==> src/rtl/mf_params.svh <==
`ifndef MF_PARAMS_SVH
`define MF_PARAMS_SVH

// sample width in bits
`define MF_NBITS 12

// samples per clock, one lane each
`define MF_NSAMPS 4

// filter length, a power of two so the adder tree is balanced
`define MF_NTAPS 32

// growth bits, sum of |taps| is 114 so 7 bits cover it
`define MF_GUARD 7
`define MF_ACC_BITS (`MF_NBITS + `MF_GUARD)

// output word and the scaling ahead of the clip
`define MF_OUT_BITS 12
`define MF_OUT_SHIFT 4

// product register plus five tree levels
`define MF_LANE_STAGES 6

// history + lane + saturate, in clocks
`define MF_LATENCY 8

`endif

==> src/rtl/mf_types_pkg.sv <==
`include "mf_params.svh"

// data types shared by the filter datapath
package mf_types_pkg;

   // one input sample, two's complement
   typedef logic signed [`MF_NBITS-1:0] sample_t;

   // full-precision lane sum, wide enough for the worst case
   // of all samples at full scale with matching tap signs
   typedef logic signed [`MF_ACC_BITS-1:0] acc_t;

   // scaled and clipped result
   typedef logic signed [`MF_OUT_BITS-1:0] out_t;

endpackage

==> src/rtl/output_saturate.sv <==
`include "mf_params.svh"

// divide each lane sum by 2^OUT_SHIFT, clip to the output range
// and register the word and the clip flags
module output_saturate (
   input  logic                                   clk_i,
   input  logic                                   reset,
   input  mf_types_pkg::acc_t [`MF_NSAMPS-1:0]    lane_acc,
   output mf_types_pkg::out_t [`MF_NSAMPS-1:0]    out_o,
   output logic               [`MF_NSAMPS-1:0]    clip_o
);

   localparam int NSAMPS   = `MF_NSAMPS;
   localparam int ACC_BITS = `MF_ACC_BITS;
   localparam int OUT_BITS = `MF_OUT_BITS;
   localparam int HI_BITS  = ACC_BITS - OUT_BITS + 1;   // output sign and all bits above it

   localparam mf_types_pkg::out_t OUT_MAX = {1'b0, {(OUT_BITS-1){1'b1}}};
   localparam mf_types_pkg::out_t OUT_MIN = {1'b1, {(OUT_BITS-1){1'b0}}};

   mf_types_pkg::acc_t    scaled [NSAMPS];   // after the arithmetic shift
   mf_types_pkg::out_t    sat    [NSAMPS];   // clipped value
   logic     [NSAMPS-1:0] clip;

   always_comb
   begin
      for (int p = 0; p < NSAMPS; p++)
      begin
         scaled[p] = lane_acc[p] >>> `MF_OUT_SHIFT;   // floor, no rounding
         // in range only when the upper bits are all copies of the sign
         clip[p] = scaled[p][ACC_BITS-1 -: HI_BITS] != {HI_BITS{scaled[p][ACC_BITS-1]}};
         if (!clip[p])
         begin
            sat[p] = scaled[p][OUT_BITS-1:0];
         end
         else if (scaled[p][ACC_BITS-1])
         begin
            sat[p] = OUT_MIN;   // negative overflow
         end
         else
         begin
            sat[p] = OUT_MAX;
         end
      end
   end

   always_ff @(posedge clk_i)
   begin
      if (reset)
      begin
         out_o  <= '0;
         clip_o <= '0;
      end
      else
      begin
         for (int p = 0; p < NSAMPS; p++)
         begin
            out_o[p] <= sat[p];
         end
         clip_o <= clip;
      end
   end

endmodule

==> config.mk <==
export PLATFORM = sky130hd
export DESIGN_NAME = output_saturate
export DESIGN_NICKNAME = d
export VERILOG_FILES = /design/src/rtl/mf_types_pkg.sv /design/src/rtl/output_saturate.sv
export VERILOG_INCLUDE_DIRS = /design/src /design/src/rtl
export SDC_FILE = /design/constraint.sdc
export NUM_CORES = 1
export LEC_CHECK = 0
export ABC_AREA = 1
export BUFFER_PORTS_ARGS = -buffer_cell sky130_fd_sc_hd__buf_2
export CORE_MARGIN = 2
export CORE_UTILIZATION = 30
export DETAILED_ROUTE_END_ITERATION = 8
export PLACE_DENSITY = 0.62
export RECOVER_POWER = 25
export SKIP_CTS_REPAIR_TIMING = 1
export SLEW_MARGIN = 30
export SYNTH_ARGS = -nofsm -noshare
export SYNTH_HDL_FRONTEND = slang
export SYNTH_SLANG_ARGS = --single-unit
==> constraint.sdc <==
create_clock -name clk_i -period 0.9 [get_ports clk_i]
set_input_delay 0.09 -clock clk_i [delete_from_list [all_inputs] [get_ports clk_i]]
set_output_delay 0.09 -clock clk_i [all_outputs]
set_load 0.005 [all_outputs]
==> run metrics <==
commonest non-fill, non-tap cells in the layout buf_2 (111), dfxtp_1 (52), nand3_1 (43), a21oi_1 (43), nand2_1 (14); worst hold endpoint out_o[3]; CTS tree yes; clk buf depth 2; layout cells sized above 1 45.2%; WL final 4.87 mm; area added between synthesis and finish 39.3%; Seq/Total Area, Yosys 52.5%; clk root buf clkbuf_8; Worst-path clk slew 90 ps; Min-Delay Path Depth 3; Bufs and invs on worst path 1; Max Cap Viol 0; Synth Register Bits 52; first-pass GRT wire length 7.61 mm; largest net degree at the start of global routing 29; P per Cell Area 1710 nW/µm²; H-Tree Depth 2; most common cell after layout, fill and taps aside buf_2; arrival time worst endpoint 730 ps; Setup TNS Final 0 ps; crit-path max FO 1; Placed Area 2730 µm²; post-synthesis cell type count 15; vias per cell 4.57; Worst-Margin Slew 576 ps; Num CTS Buffers 5; GRT Residual Overflow 0; Data required, critical path 810 ps; Slew Limit Fails 0; Final Setup Violations 0; initial core utilization 31.1%; die height 85.3 µm; post-DP HPWL 3.58 mm; worst hold slack 38.2 ps; Syn Std Cell Area 1980 µm²; Post-Syn Instances 216; gr usage total 13.1%; final antenna-violating net count 0; Startpoint Class flip-flop; slowest stage delay, CP 330 ps; routability-driven placement congestion ratio 0.758; CTS sink count 52; initial antenna violation count 0; core area 6390 µm²; Slew headroom 61.6%; # IOs 130; Final min period 823 ps; Post-route DRC 0; hold_sp lane_acc[7]; Final Instance Area 2770 µm²; ANT cells 0; LEAKAGE 0.00136 µW; Fill cells 667; final period utilization 91.4%; CP Capture Type primary output; Via Count 1,869; f_max 1220 MHz; die area 7280 µm²; CP max stage cell dfxtp_1; RSZ-0062 raised after global routing no; status complete, no violations; Hold Crit Class primary input to flip-flop; Routed WL per cell 11.9 µm; maximum vdd drop 0.681 mV; syn_nets 294; DIE WIDTH 85.3 µm; Hold Vio Cnt, Final 0; Syn Area/Cell 9.19 µm²; vias in the first global route 1,684; first-pass detailed-route iteration total 4; Initial DRC Count 49; crit-path cells buf_2; Synth Warn # 0; Rows 29; port bufs 113; final layout net count 409; delay-heaviest family, CP flip-flops; Worst Setup Path Type flip-flop to primary output
==> worst max-delay path by stage <==
| stage | from | end | slack, ps | cells past startpoint |
|---|---|---|---|---|
| 3_3_place_gp | lane_acc[17] | out_o[5] | 5 | 6 |
| 5_1_grt | out_o[11] | out_o[11] | 20 | 1 |
| 6_report | out_o[4] | out_o[4] | 80 | 1 |
| 3_5_place_dp | lane_acc[17] | out_o[9] | -40 | 6 |
| 2_1_floorplan | reset | out_o[29] | 150 | 3 |
| 4_1_cts | out_o[4] | out_o[4] | 60 | 1 |
==> area by class of cell <==
| cell class | count | area (µm²) | area share [%] |
|---|---|---|---|
| repair buffers | 126 | 783 | 28.3 |
| clock buffers | 8 | 90.1 | 3.26 |
| inverters | 12 | 45.0 | 1.63 |
| flip-flops and latches | 52 | 1040 | 37.6 |
| well taps | 77 | 96.3 | 3.48 |
| multi-input cells | 134 | 709 | 25.7 |
==> registers in the layout (all words and copies together), names as in the netlist <==
register  count
out_o        48
clip_o        4
==> stage by stage <==
stage               std cells  power, µW  utilization (%)  setup slack (ps)
floorplan                 216       2990                -               155
global placement          401       3460             42.8              4.87
detailed placement        401       3480             42.8             -42.5
CTS                       409       4830             44.2              55.6
global route              409       4980             43.3              22.3
finish                    409       4720             43.3              77.3
==> where the power goes <==
part           switching (µW)  leakage, µW  internal [µW]
Combinational             435     0.000878            443
Clock                     712    0.0000455            629
Sequential               35.0     0.000434           2460
Total                    1180      0.00136           3530
==> per-layer routing <==
layer	wire length [µm]	part of all wire, %	vias up	track usage, %
li1	-	-	958	-
met1	2050	42	840	16.3
met2	2340	48	66	21.2
met3	418	8.6	5	4.67
met4	62	1.3	0	3.90
met5	0	0	-	0
==> cell usage after synthesis (all sizes together) <==
library cell  instances  share of area [%]
a21oi                48                 15
buf                  13                6.2
clkbuf                5                1.4
dfxtp                52                 52
inv                  12                2.3
nand2                18                3.9
nand3                48                 13
nor2                 12                2.3
o21ai                 8                3.5
==> kinds of logic (layout without fill, tap and decap cells) <==
| kind of cell | after synthesis | in the layout | synth area share, % |
|---|---|---|---|
| AOI/OAI and AO/OA | 56 | 56 | 18.1 |
| and+or+nand+nor | 78 | 78 | 19.5 |
| DFF | 52 | 52 | 52.5 |
| buffers and inverters | 30 | 146 | 9.90 |
Power figures use the tool's default switching activity.
