<file path="config.mk">
export PLATFORM = sky130hd
export DESIGN_NAME = sample_history
export DESIGN_NICKNAME = d
export VERILOG_FILES = /design/src/rtl/mf_types_pkg.sv /design/src/rtl/sample_history.sv
export VERILOG_INCLUDE_DIRS = /design/src /design/src/rtl
export SDC_FILE = /design/constraint.sdc
export NUM_CORES = 1
export LEC_CHECK = 0
export BUFFER_PORTS_ARGS = -buffer_cell sky130_fd_sc_hd__clkbuf_2
export CAP_MARGIN = 10
export CORE_AREA = 2 2 228 140
export CTS_CLUSTER_DIAMETER = 40
export CTS_CLUSTER_SIZE = 10
export DETAILED_ROUTE_END_ITERATION = 12
export DIE_AREA = 0 0 230 142
export GPL_ROUTABILITY_DRIVEN = 0
export PLACE_DENSITY = 0.66
export SYNTH_ARGS = -nofsm -noshare
export SYNTH_HDL_FRONTEND = slang
export SYNTH_SLANG_ARGS = --single-unit
</file>
<file path="constraint.sdc">
create_clock -name clk_i -period 2.1 [get_ports clk_i]
set_clock_uncertainty 0.2 [all_clocks]
set_input_delay 0.315 -clock clk_i [delete_from_list [all_inputs] [get_ports clk_i]]
set_output_delay 0.315 -clock clk_i [all_outputs]
set_load 0.01 [all_outputs]
</file>
<file path="src/rtl/mf_params.svh">
`ifndef MF_PARAMS_SVH
`define MF_PARAMS_SVH

// sample width in bits
`define MF_NBITS 12

// samples per clock, one lane each
`define MF_NSAMPS 4

// filter length, a power of two so the adder tree is balanced
`define MF_NTAPS 32

// growth bits, sum of |taps| is 114 so 7 bits cover it
`define MF_GUARD 7
`define MF_ACC_BITS (`MF_NBITS + `MF_GUARD)

// output word and the scaling ahead of the clip
`define MF_OUT_BITS 12
`define MF_OUT_SHIFT 4

// product register plus five tree levels
`define MF_LANE_STAGES 6

// history + lane + saturate, in clocks
`define MF_LATENCY 8

`endif

</file>
<file path="src/rtl/mf_types_pkg.sv">
`include "mf_params.svh"

// data types shared by the filter datapath
package mf_types_pkg;

   // one input sample, two's complement
   typedef logic signed [`MF_NBITS-1:0] sample_t;

   // full-precision lane sum, wide enough for the worst case
   // of all samples at full scale with matching tap signs
   typedef logic signed [`MF_ACC_BITS-1:0] acc_t;

   // scaled and clipped result
   typedef logic signed [`MF_OUT_BITS-1:0] out_t;

endpackage

</file>
<file path="src/rtl/sample_history.sv">
`include "mf_params.svh"

// sliding window of the most recent NTAPS + NSAMPS - 1 samples
// each clock one whole input block is pushed in at the newest end
module sample_history (
   input  logic                                              clk_i,
   input  logic                                              reset,
   input  mf_types_pkg::sample_t [`MF_NSAMPS-1:0]            in_i,   // [0] earliest in time
   output mf_types_pkg::sample_t [`MF_NTAPS+`MF_NSAMPS-2:0]  window  // [0] newest
);

   localparam int NSAMPS = `MF_NSAMPS;
   localparam int DEPTH  = `MF_NTAPS + `MF_NSAMPS - 1;   // oldest lane still needs NTAPS-1 past

   always_ff @(posedge clk_i)
   begin
      if (reset)
      begin
         window <= '0;   // empty history reads as zeros
      end
      else
      begin
         // incoming block, reversed so the latest sample lands at [0]
         for (int j = 0; j < NSAMPS; j++)
         begin
            window[j] <= in_i[NSAMPS-1-j];
         end
         // older samples move back by one block
         // the last NSAMPS entries fall off the end
         for (int j = NSAMPS; j < DEPTH; j++)
         begin
            window[j] <= window[j-NSAMPS];
         end
      end
   end

endmodule

</file>
==> results.toml <==
[sta]
finalSetupTns_ns = 0
fmax_mhz = 595.7
max_slew_margin_pct = 71.60
worst_slew_pin_slew_ns = 0.4260
slew_viol_final = 0
fin_crit_sh_pct = 79.94
rsz0062_at_grt = "no"
finalHoldViolCount = 0
report.final.setup_viol = 0
period_minus_slack_ns = 1.679

[global_route]
grt_start_max_net_pins = 66
grt_usage_pct = 18.06
grt_pass1_vias = 7377
grt-ovfl-total = 0
antenna_found_initial = 0
grt_pass1_wl_um = 44700

[die]
die_area_um2 = 32660
rows = 50
core_area_um2 = 30650
start_util_pct = 39.32
io_pins = 470
die_w_um = 230
chipHeight_um = 142

[worst_setup_path]
worst-path-buf-inv = 3
cp_slowest_stage_delay_ns = 0.57
critical_path_class = "input port to register"
arrival_ns = 1.89
crit_start = "reset"
reg2reg_slack_ns = 1.19
cpMaxStageDelayCell = "dlygate4sd3_1"
crit_path_start_kind = "input port"
timing.rr.end = "window[231]"
cp.depth = 4
cpMostUsedCell = "dlygate4sd3_1"
rr_worst_depth = 1
worstPathRequired_ns = 2.31
worst-path-max-fanout = 46
setup.worst_path.end = "window[46]"
worstPathCellList = "dlygate4sd3_1 -> buf_8 -> nor2b_2 -> dlygate4sd3_1"
r2r_start = "window[183]"
path_delay_family = "buffers and inverters"
crit_path_end_kind = "register"

[yosys]
ys_seq_area_share_pct = 69.75
synthDominantCellAreaShare_pct = 69.75
synth_fa_ha_area_share_pct = 0
synth.largest_area_cell = "dfxtp_1"
synth_xor_area_share_pct = 0
synth_top_family_by_area = "simple AND/OR/NAND/NOR gates"
ys_warn_count = 0
synth_cells = 887
synth_area_leaders = "dfxtp_1 70%, nor2b_2 13%, nor2b_1 12%"
synth_cell_types = 7
postSynthAreaPerCell_um2 = 13.59
synthMuxAreaShare_pct = 0
synth_fp_nets = 937
synth-compound-area-share_pct = 0
synth_area_um2 = 12050
ys_ff_latch = 420
synth-simple-area-share_pct = 25.64

[clocking]
post_cts.resized_instances = 0
clkLatencyLatePin_ns = 0.53
cts_buffer_depth = 3
clk_pin_slew_ns = 0.05
cts_hold_buf = 51
postCtsSetupRepairBufs = 0
cts_tree = "yes"
clock-sinks = 420
cts-root-buf = "clkbuf_16"
htree_levels = 2
cts_inserted_buffers = 51

[route]
drt_iter0_drc = 190
drc = 0
post_drt_wl_per_cell_um = 16.54
ant_nets = 0
drt-pass1-iter-count = 4
num_vias = 7349
routed_via_density = 3.972
routed_wirelength_um = 30600

[power]
leakagePower_nw = 7.527
p_int_w = 0.01313
p_per_area_nw_per_um2 = 1006
switchingPower_w = 0.003432
pwr-share-clk_pct = 46.4
fin_total_pwr_w = 0.01656
seqPwrFrac_pct = 49.5
p_sw_share_pct = 20.72
ir_drop_mv = 0.5908
p_comb_share_pct = 4.1

[placement]
placed_cell_area_um2 = 14530
hpwl_um = 22590
placed_cells = 1737
port_buffers = 469

[cells_and_area]
finalInstanceArea_um2 = 16470
reg_top3 = "window: 420 flops"
area_growth_pct = 36.65
final_layout_size_suffix_gt1_share_pct = 50.63
largest_register_ffs = 420
num-nets-final = 1475
insertedDiodeCount = 0
final_cell_mix = "468 x clkbuf_2, 420 x dfxtp_1, 235 x nor2b_1, 185 x nor2b_2, 53 x clkbuf_16"
regMostFlops = "window"
final_common_cell = "clkbuf_2"
final_cell_count_no_fill = 1850

[flow_run]
timing.max_cap.violations = 0

[status]
status = "complete, no violations"

[min_path]
hold_class = "register to register"
-- per-layer routing --
metal,GRT usage (%),share of wire [%]
met4,5.874,2.3
met3,4.587,5.7
met5,0,0
met2,27.19,45
met1,25.40,47
-- layout make-up --
cell class	instances	area, µm²
fill	2674	14180
sequential	420	8408
multi-input combinational	420	3090
timing repair buffer	532	3020
clock buffer	55	1334
tap	416	520.5
clock inverter	7	98.84
-- through the flow --
| stage | util [%] | worst slack [ns] | hold slack [ns] |
|---|---|---|---|
| finish | 53.73 | 0.4213 | 0.2502 |
| global route | 53.73 | 0.3644 | 0.2672 |
| CTS | 53.73 | 0.4097 | 0.2531 |
| floorplan | - | 1.014 | 0.2432 |
| global placement | 47.40 | 0.6036 | 0.2434 |
| detailed placement | 47.40 | 0.5757 | 0.2482 |
-- worst min-delay path by stage --
stage / startpoint / end / slack, ns / cells past startpoint
6_report: window[286] / window[334] / 0.25 / 1
5_1_grt: window[242] / window[290] / 0.27 / 1
4_1_cts: window[286] / window[334] / 0.25 / 1
3_5_place_dp: window[182] / window[230] / 0.25 / 1
3_3_place_gp: window[343] / window[391] / 0.24 / 1
2_1_floorplan: in_i[47] / window[11] / 0.24 / 1
-- power by group through the flow --
stage / logic, W / registers [W] / clock network, W
after floorplan: 0.000340 / 0.00842 / 0
after global placement: 0.000594 / 0.00837 / 0
after detailed placement: 0.000599 / 0.00837 / 0
after CTS: 0.000677 / 0.00820 / 0.00790
after global routing: 0.000724 / 0.00821 / 0.00826
final: 0.000672 / 0.00821 / 0.00769
-- cells by family (layout without fill, tap and decap cells) --
family,Yosys count,count (layout)
AND/OR/NAND/NOR,420,420
flip-flops,420,420
buffers and inverters,47,594
-- Yosys cell counts --
library cell	instances
buf_6	36
dfxtp_1	420
buf_2	2
nor2b_2	185
nor2b_1	235
buf_12	1
buf_8	8
Note: power is estimated with default switching activity, not from simulation.
