<file path="src/rtl/mf_params.svh">
`ifndef MF_PARAMS_SVH
`define MF_PARAMS_SVH

// sample width in bits
`define MF_NBITS 12

// samples per clock, one lane each
`define MF_NSAMPS 4

// filter length, a power of two so the adder tree is balanced
`define MF_NTAPS 32

// growth bits, sum of |taps| is 114 so 7 bits cover it
`define MF_GUARD 7
`define MF_ACC_BITS (`MF_NBITS + `MF_GUARD)

// output word and the scaling ahead of the clip
`define MF_OUT_BITS 12
`define MF_OUT_SHIFT 4

// product register plus five tree levels
`define MF_LANE_STAGES 6

// history + lane + saturate, in clocks
`define MF_LATENCY 8

`endif

</file>
<file path="src/rtl/mf_coef_pkg.sv">
`include "mf_params.svh"

// fixed tap set of the matched low-pass filter
package mf_coef_pkg;

   // small integer coefficient, -4 .. +4 is all the shift-add lane handles
   typedef logic signed [3:0] tap_t;

   // [0] weights the newest sample, [NTAPS-1] the oldest
   localparam tap_t TAPS [`MF_NTAPS] = '{
      0, 2, 3, 4, 4, 4, 4, 4,   // rising edge of the window
      4, 4, 4, 4, 4, 4, 4, 4,   // flat top
      4, 4, 4, 4, 4, 4, 4, 4,
      4, 4, 4, 4, 4, 3, 2, 0    // falling edge, mirror of the start
   };

   // worst-case gain of the filter, bounds the accumulator growth
   function automatic int tap_abs_sum();
      int sum;
      sum = 0;
      for (int k = 0; k < `MF_NTAPS; k++)
      begin
         if (TAPS[k] < 0)
         begin
            sum += -int'(TAPS[k]);
         end
         else
         begin
            sum += int'(TAPS[k]);
         end
      end
      return sum;
   endfunction

   localparam int TAP_ABS_SUM = tap_abs_sum();   // 114 for this table

endpackage

</file>
<file path="src/rtl/mf_types_pkg.sv">
`include "mf_params.svh"

// data types shared by the filter datapath
package mf_types_pkg;

   // one input sample, two's complement
   typedef logic signed [`MF_NBITS-1:0] sample_t;

   // full-precision lane sum, wide enough for the worst case
   // of all samples at full scale with matching tap signs
   typedef logic signed [`MF_ACC_BITS-1:0] acc_t;

   // scaled and clipped result
   typedef logic signed [`MF_OUT_BITS-1:0] out_t;

endpackage

</file>
<file path="src/rtl/fir_phase_lane.sv">
`include "mf_params.svh"

// one output phase of the polyphase FIR
// stage 1 is a register of shift-add products, then a balanced
// binary tree of registered adders brings them down to one sum
module fir_phase_lane #(
   parameter int PHASE = 0   // lane index within the block
) (
   input  logic                                      clk_i,
   input  logic                                      reset,
   input  mf_types_pkg::sample_t [`MF_NTAPS-1:0]     taps_window,  // [0] this lane's sample
   output mf_types_pkg::acc_t                        acc
);

   localparam int NTAPS     = `MF_NTAPS;
   localparam int NODES     = NTAPS - 1;       // adders in the tree
   localparam int HEAP      = NODES + NTAPS;   // adders plus product leaves
   localparam int PROD_BITS = `MF_NBITS + 3;   // 4 * min sample needs 3 extra bits

   typedef logic signed [PROD_BITS-1:0] prod_t;

   prod_t              prod   [NTAPS];   // unregistered products
   mf_types_pkg::acc_t tree_q [HEAP];    // [0] root, leaves from NODES upward

   // per-tap constant multiply, built from the table at elaboration
   for (genvar k = 0; k < NTAPS; k++)
   begin : g_tap
      localparam int COEF = int'(mf_coef_pkg::TAPS[k]);
      localparam int MAG  = (COEF < 0) ? -COEF : COEF;

      if (MAG == 0)
      begin : g_zero
         assign prod[k] = '0;   // tap drops out, no logic
      end
      else
      begin : g_mult
         prod_t x_ext;      // sample sign-extended to product width
         prod_t mag_prod;   // |tap| * x

         assign x_ext = taps_window[k];

         case (MAG)
            1:
            begin : g_x1
               assign mag_prod = x_ext;
            end
            2:
            begin : g_x2
               assign mag_prod = x_ext <<< 1;
            end
            3:
            begin : g_x3
               assign mag_prod = (x_ext <<< 1) + x_ext;   // the single adder
            end
            default:
            begin : g_x4
               assign mag_prod = x_ext <<< 2;   // |tap| == 4
            end
         endcase

         // negative taps flip the sign after the shift-add
         if (COEF < 0)
         begin : g_neg
            assign prod[k] = -mag_prod;
         end
         else
         begin : g_pos
            assign prod[k] = mag_prod;
         end
      end
   end

   // heap layout: node i adds children 2i+1 and 2i+2
   // with NTAPS a power of two every leaf sits at the same depth,
   // so each level is exactly one register further from the products
   always_ff @(posedge clk_i)
   begin
      if (reset)
      begin
         for (int i = 0; i < HEAP; i++)
         begin
            tree_q[i] <= '0;
         end
      end
      else
      begin
         for (int k = 0; k < NTAPS; k++)
         begin
            tree_q[NODES + k] <= prod[k];   // sign extends to acc width
         end
         for (int i = 0; i < NODES; i++)
         begin
            // sum of |taps| keeps every partial sum inside acc_t
            tree_q[i] <= tree_q[2*i + 1] + tree_q[2*i + 2];
         end
      end
   end

   assign acc = tree_q[0];   // MF_LANE_STAGES after taps_window

endmodule

</file>
<file path="config.mk">
export PLATFORM = sky130hd
export DESIGN_NAME = fir_phase_lane
export DESIGN_NICKNAME = d
export VERILOG_FILES = /design/src/rtl/mf_coef_pkg.sv /design/src/rtl/mf_types_pkg.sv /design/src/rtl/fir_phase_lane.sv
export VERILOG_INCLUDE_DIRS = /design/src /design/src/rtl
export SDC_FILE = /design/constraint.sdc
export NUM_CORES = 2
export LEC_CHECK = 0
export BUFFER_PORTS_ARGS = -buffer_cell sky130_fd_sc_hd__buf_2
export CELL_PAD_IN_SITES_DETAIL_PLACEMENT = 0
export CELL_PAD_IN_SITES_GLOBAL_PLACEMENT = 1
export CORE_MARGIN = 2
export CORE_UTILIZATION = 50
export CTS_CLUSTER_SIZE = 24
export DETAILED_ROUTE_END_ITERATION = 10
export PLACE_DENSITY_LB_ADDON = 0.1
export REMOVE_ABC_BUFFERS = 1
export SETUP_SLACK_MARGIN = 0.2
export SLEW_MARGIN = 25
export SYNTH_ARGS = -nofsm -noshare
export SYNTH_HDL_FRONTEND = slang
export SYNTH_SLANG_ARGS = --single-unit
</file>
<file path="constraint.sdc">
create_clock -name clk_i -period 3.79 [get_ports clk_i]
set_clock_uncertainty 0.1 [all_clocks]
set_input_delay 0.1895 -clock clk_i [delete_from_list [all_inputs] [get_ports clk_i]]
set_output_delay 0.1895 -clock clk_i [all_outputs]
set_load 0.005 [all_outputs]
</file>
==> results_dict.tcl <==
set metrics [dict create \
    die-width_microns 294 \
    clock_latency_ns 0.65 \
    drv_slew 0 \
    antenna_found_initial 1 \
    setup_viol_count_final 0 \
    drv_cap 0 \
    hp-class "in -> reg" \
    grt_overflow_total 0 \
    drt_drc_violations_left 0 \
    cts_buffers 98 \
    syn_avg_cell_area_sq_um 9.58 \
    cts.sinks 899 \
    dieArea_sq_um 86400 \
    slew_headroom 0.480 \
    clockBufferDepth 3 \
    p_total_w 0.0256 \
    firstDrtPassIters 7 \
    drt-total-wl_mm 91.6 \
    ys.flop_type "dfxtp_1" \
    critPathLaunchType "flop" \
    ys_ff_latch 899 \
    setup_tns_ns 0 \
    cp.required_ns 4.25 \
    synth_top_area_share 0.428 \
    synth_area_leaders "dfxtp_1 (43%), ha_1 (13%), nor2b_1 (7.3%)" \
    pre_cts_slack_ns 1.02 \
    reg_top3 "tree_q: 899 flops" \
    synth_edf_count 0 \
    gp_congestion 0.824 \
    synthCells 4389 \
    instances_no_fill 6297 \
    grt_pass1_vias 31300 \
    p_per_area_nw_per_um2 490 \
    initialDrtViolationCount 1089 \
    min_period_ns 2.81 \
    synth_area_sq_um 42000 \
    path_clk_slew_ns 0.06 \
    grt_usage 0.208 \
    cp-end-kind "flop" \
    portBuffers 380 \
    peakVddDrop_mv 0.341 \
    seq_area_frac_synth 0.428 \
    core_area_sq_um 83400 \
    final_cell_mix "dfxtp_1 (899), nor2_1 (523), nor2b_1 (491), ha_1 (434), dlygate4sd3_1 (387)" \
    status "complete, no violations" \
    ys_warn_count 0 \
    worstMarginPinSlew_ns 0.779 \
    top_level_ports 405 \
    cp_data_arrival_time_ns 3.27 \
    setup_ws_ns 0.985 \
    ant_nets 0 \
    grt_max_degree 178 \
    p_leak_nw 23.9 \
    dp.cells 5728 \
    synthArstFlopShare 0 \
    yosys.area.top_type "dfxtp_1" \
    critPathKind "reg -> reg" \
    post_cts_buffers 0 \
    std_cell_rows 106 \
    layout_commonest_cell "dfxtp_1" \
    regMostFlops "tree_q" \
    via_per_inst 5.01 \
    num_vias 31600 \
    dpl.hpwl_mm 63.7 \
    largest_register_ffs 899 \
    h-tree-depth 3 \
    min_period_over_period 0.740 \
    final_nets 5986 \
    fmax_mhz 356 \
    final_hold_viol_count 0 \
    start_util 0.504 \
    grt_setup_unrepaired "no" \
    grt_pass1_wl_mm 149 \
    post_route_cells_drive_above_1_share 0.112 \
    yosysUniqueCellTypes 88 \
    cts-root-buf "clkbuf_16" \
    path_max_fanout 3 \
    wire_per_inst_microns 14.5 \
    cts_tree "built" \
    die_h_microns 294 \
    area_growth_pct 24.1 \
]
logic make-up after synthesis:
logic type	Yosys count	synth area share
mux	13	0.00342
compound gates	975	0.154
buf+inv	221	0.0218
simple gates	1497	0.183
flops	899	0.428
xor+xnor	319	0.0665
fa+ha+maj	465	0.144
routing by layer:
layer  GRT usage  part of all wire  vias up
met5           0                 0        -
met4      0.0713             0.030        0
met3      0.0264             0.028      163
met2       0.359              0.47      446
met1       0.267              0.47    14200
li1            -                 -    16800
worst paths after layout:
path,start,to,slack [ns],cells past startpoint
worst min register to register,tree_q[8][8],tree_q[3][65],0.33,1
worst max-delay path,tree_q[9][21],tree_q[4][56],0.98,9
worst min-delay path,taps_window[105],tree_q[9][68],0.18,3
worst max register to register,tree_q[9][21],tree_q[4][56],0.98,9
Yosys cell counts (all sizes together) (19+ instances only):
cell type    n
a2111oi     19
nor2b      492
nand3       48
inv         89
dfxtp      899
o21a        56
nor2       523
nand2b      31
o21bai      44
fa          31
a21oi      278
xnor2      164
nand2      136
xor2       155
nand4       21
nor3b       29
nor4        20
o31ai       32
o21ai      161
a21o       167
ha         434
clkbuf     104
a31oi       40
a21boi      24
nor3        99
a211oi      28
buf         28
per-stage QoR:
stage                     hold slack, ns  area [sq um]   util
after floorplan                    0.156         41500      -
after global placement             0.298         44900  0.538
after detailed placement           0.301         44900  0.538
after CTS                          0.125         52200  0.626
after global routing               0.168         52200  0.626
final                              0.182         52200  0.626
layout make-up:
| class | instances | area [sq um] |
|---|---|---|
| well taps | 1080 | 1350 |
| fillers | 6942 | 31200 |
| flip-flops and latches | 899 | 18000 |
| multi-input cells | 3269 | 23100 |
| clock buffers | 140 | 2850 |
| inverters | 89 | 334 |
| repair buffers | 778 | 5930 |
| diodes | 2 | 5.00 |
| clock inverters | 40 | 589 |
where the power goes:
part | total [W] | internal, W | leakage (nW) | switching [W]
Clock | 0.00993 | 0.00607 | 1.67 | 0.00386
Sequential | 0.0108 | 0.0104 | 7.45 | 0.000387
Combinational | 0.00488 | 0.00230 | 14.8 | 0.00258
repair_timing:
item | CTS | global route
gates resized for setup | 0 | 0
hold endpoints to repair | 410 | 0
hold buffers | 387 | 0
critical path: stages, from the launching register on:
cell	delay [ns]
dfxtp_1	0.30
ha_1	0.23
fa_1	0.46
a21o_1	0.23
a21oi_1	0.25
o21ai_1	0.13
o41ai_1	0.46
o21ai_1	0.19
a21bo_1	0.25
a21oi_1	0.14
(Power assumes the default switching activity.)
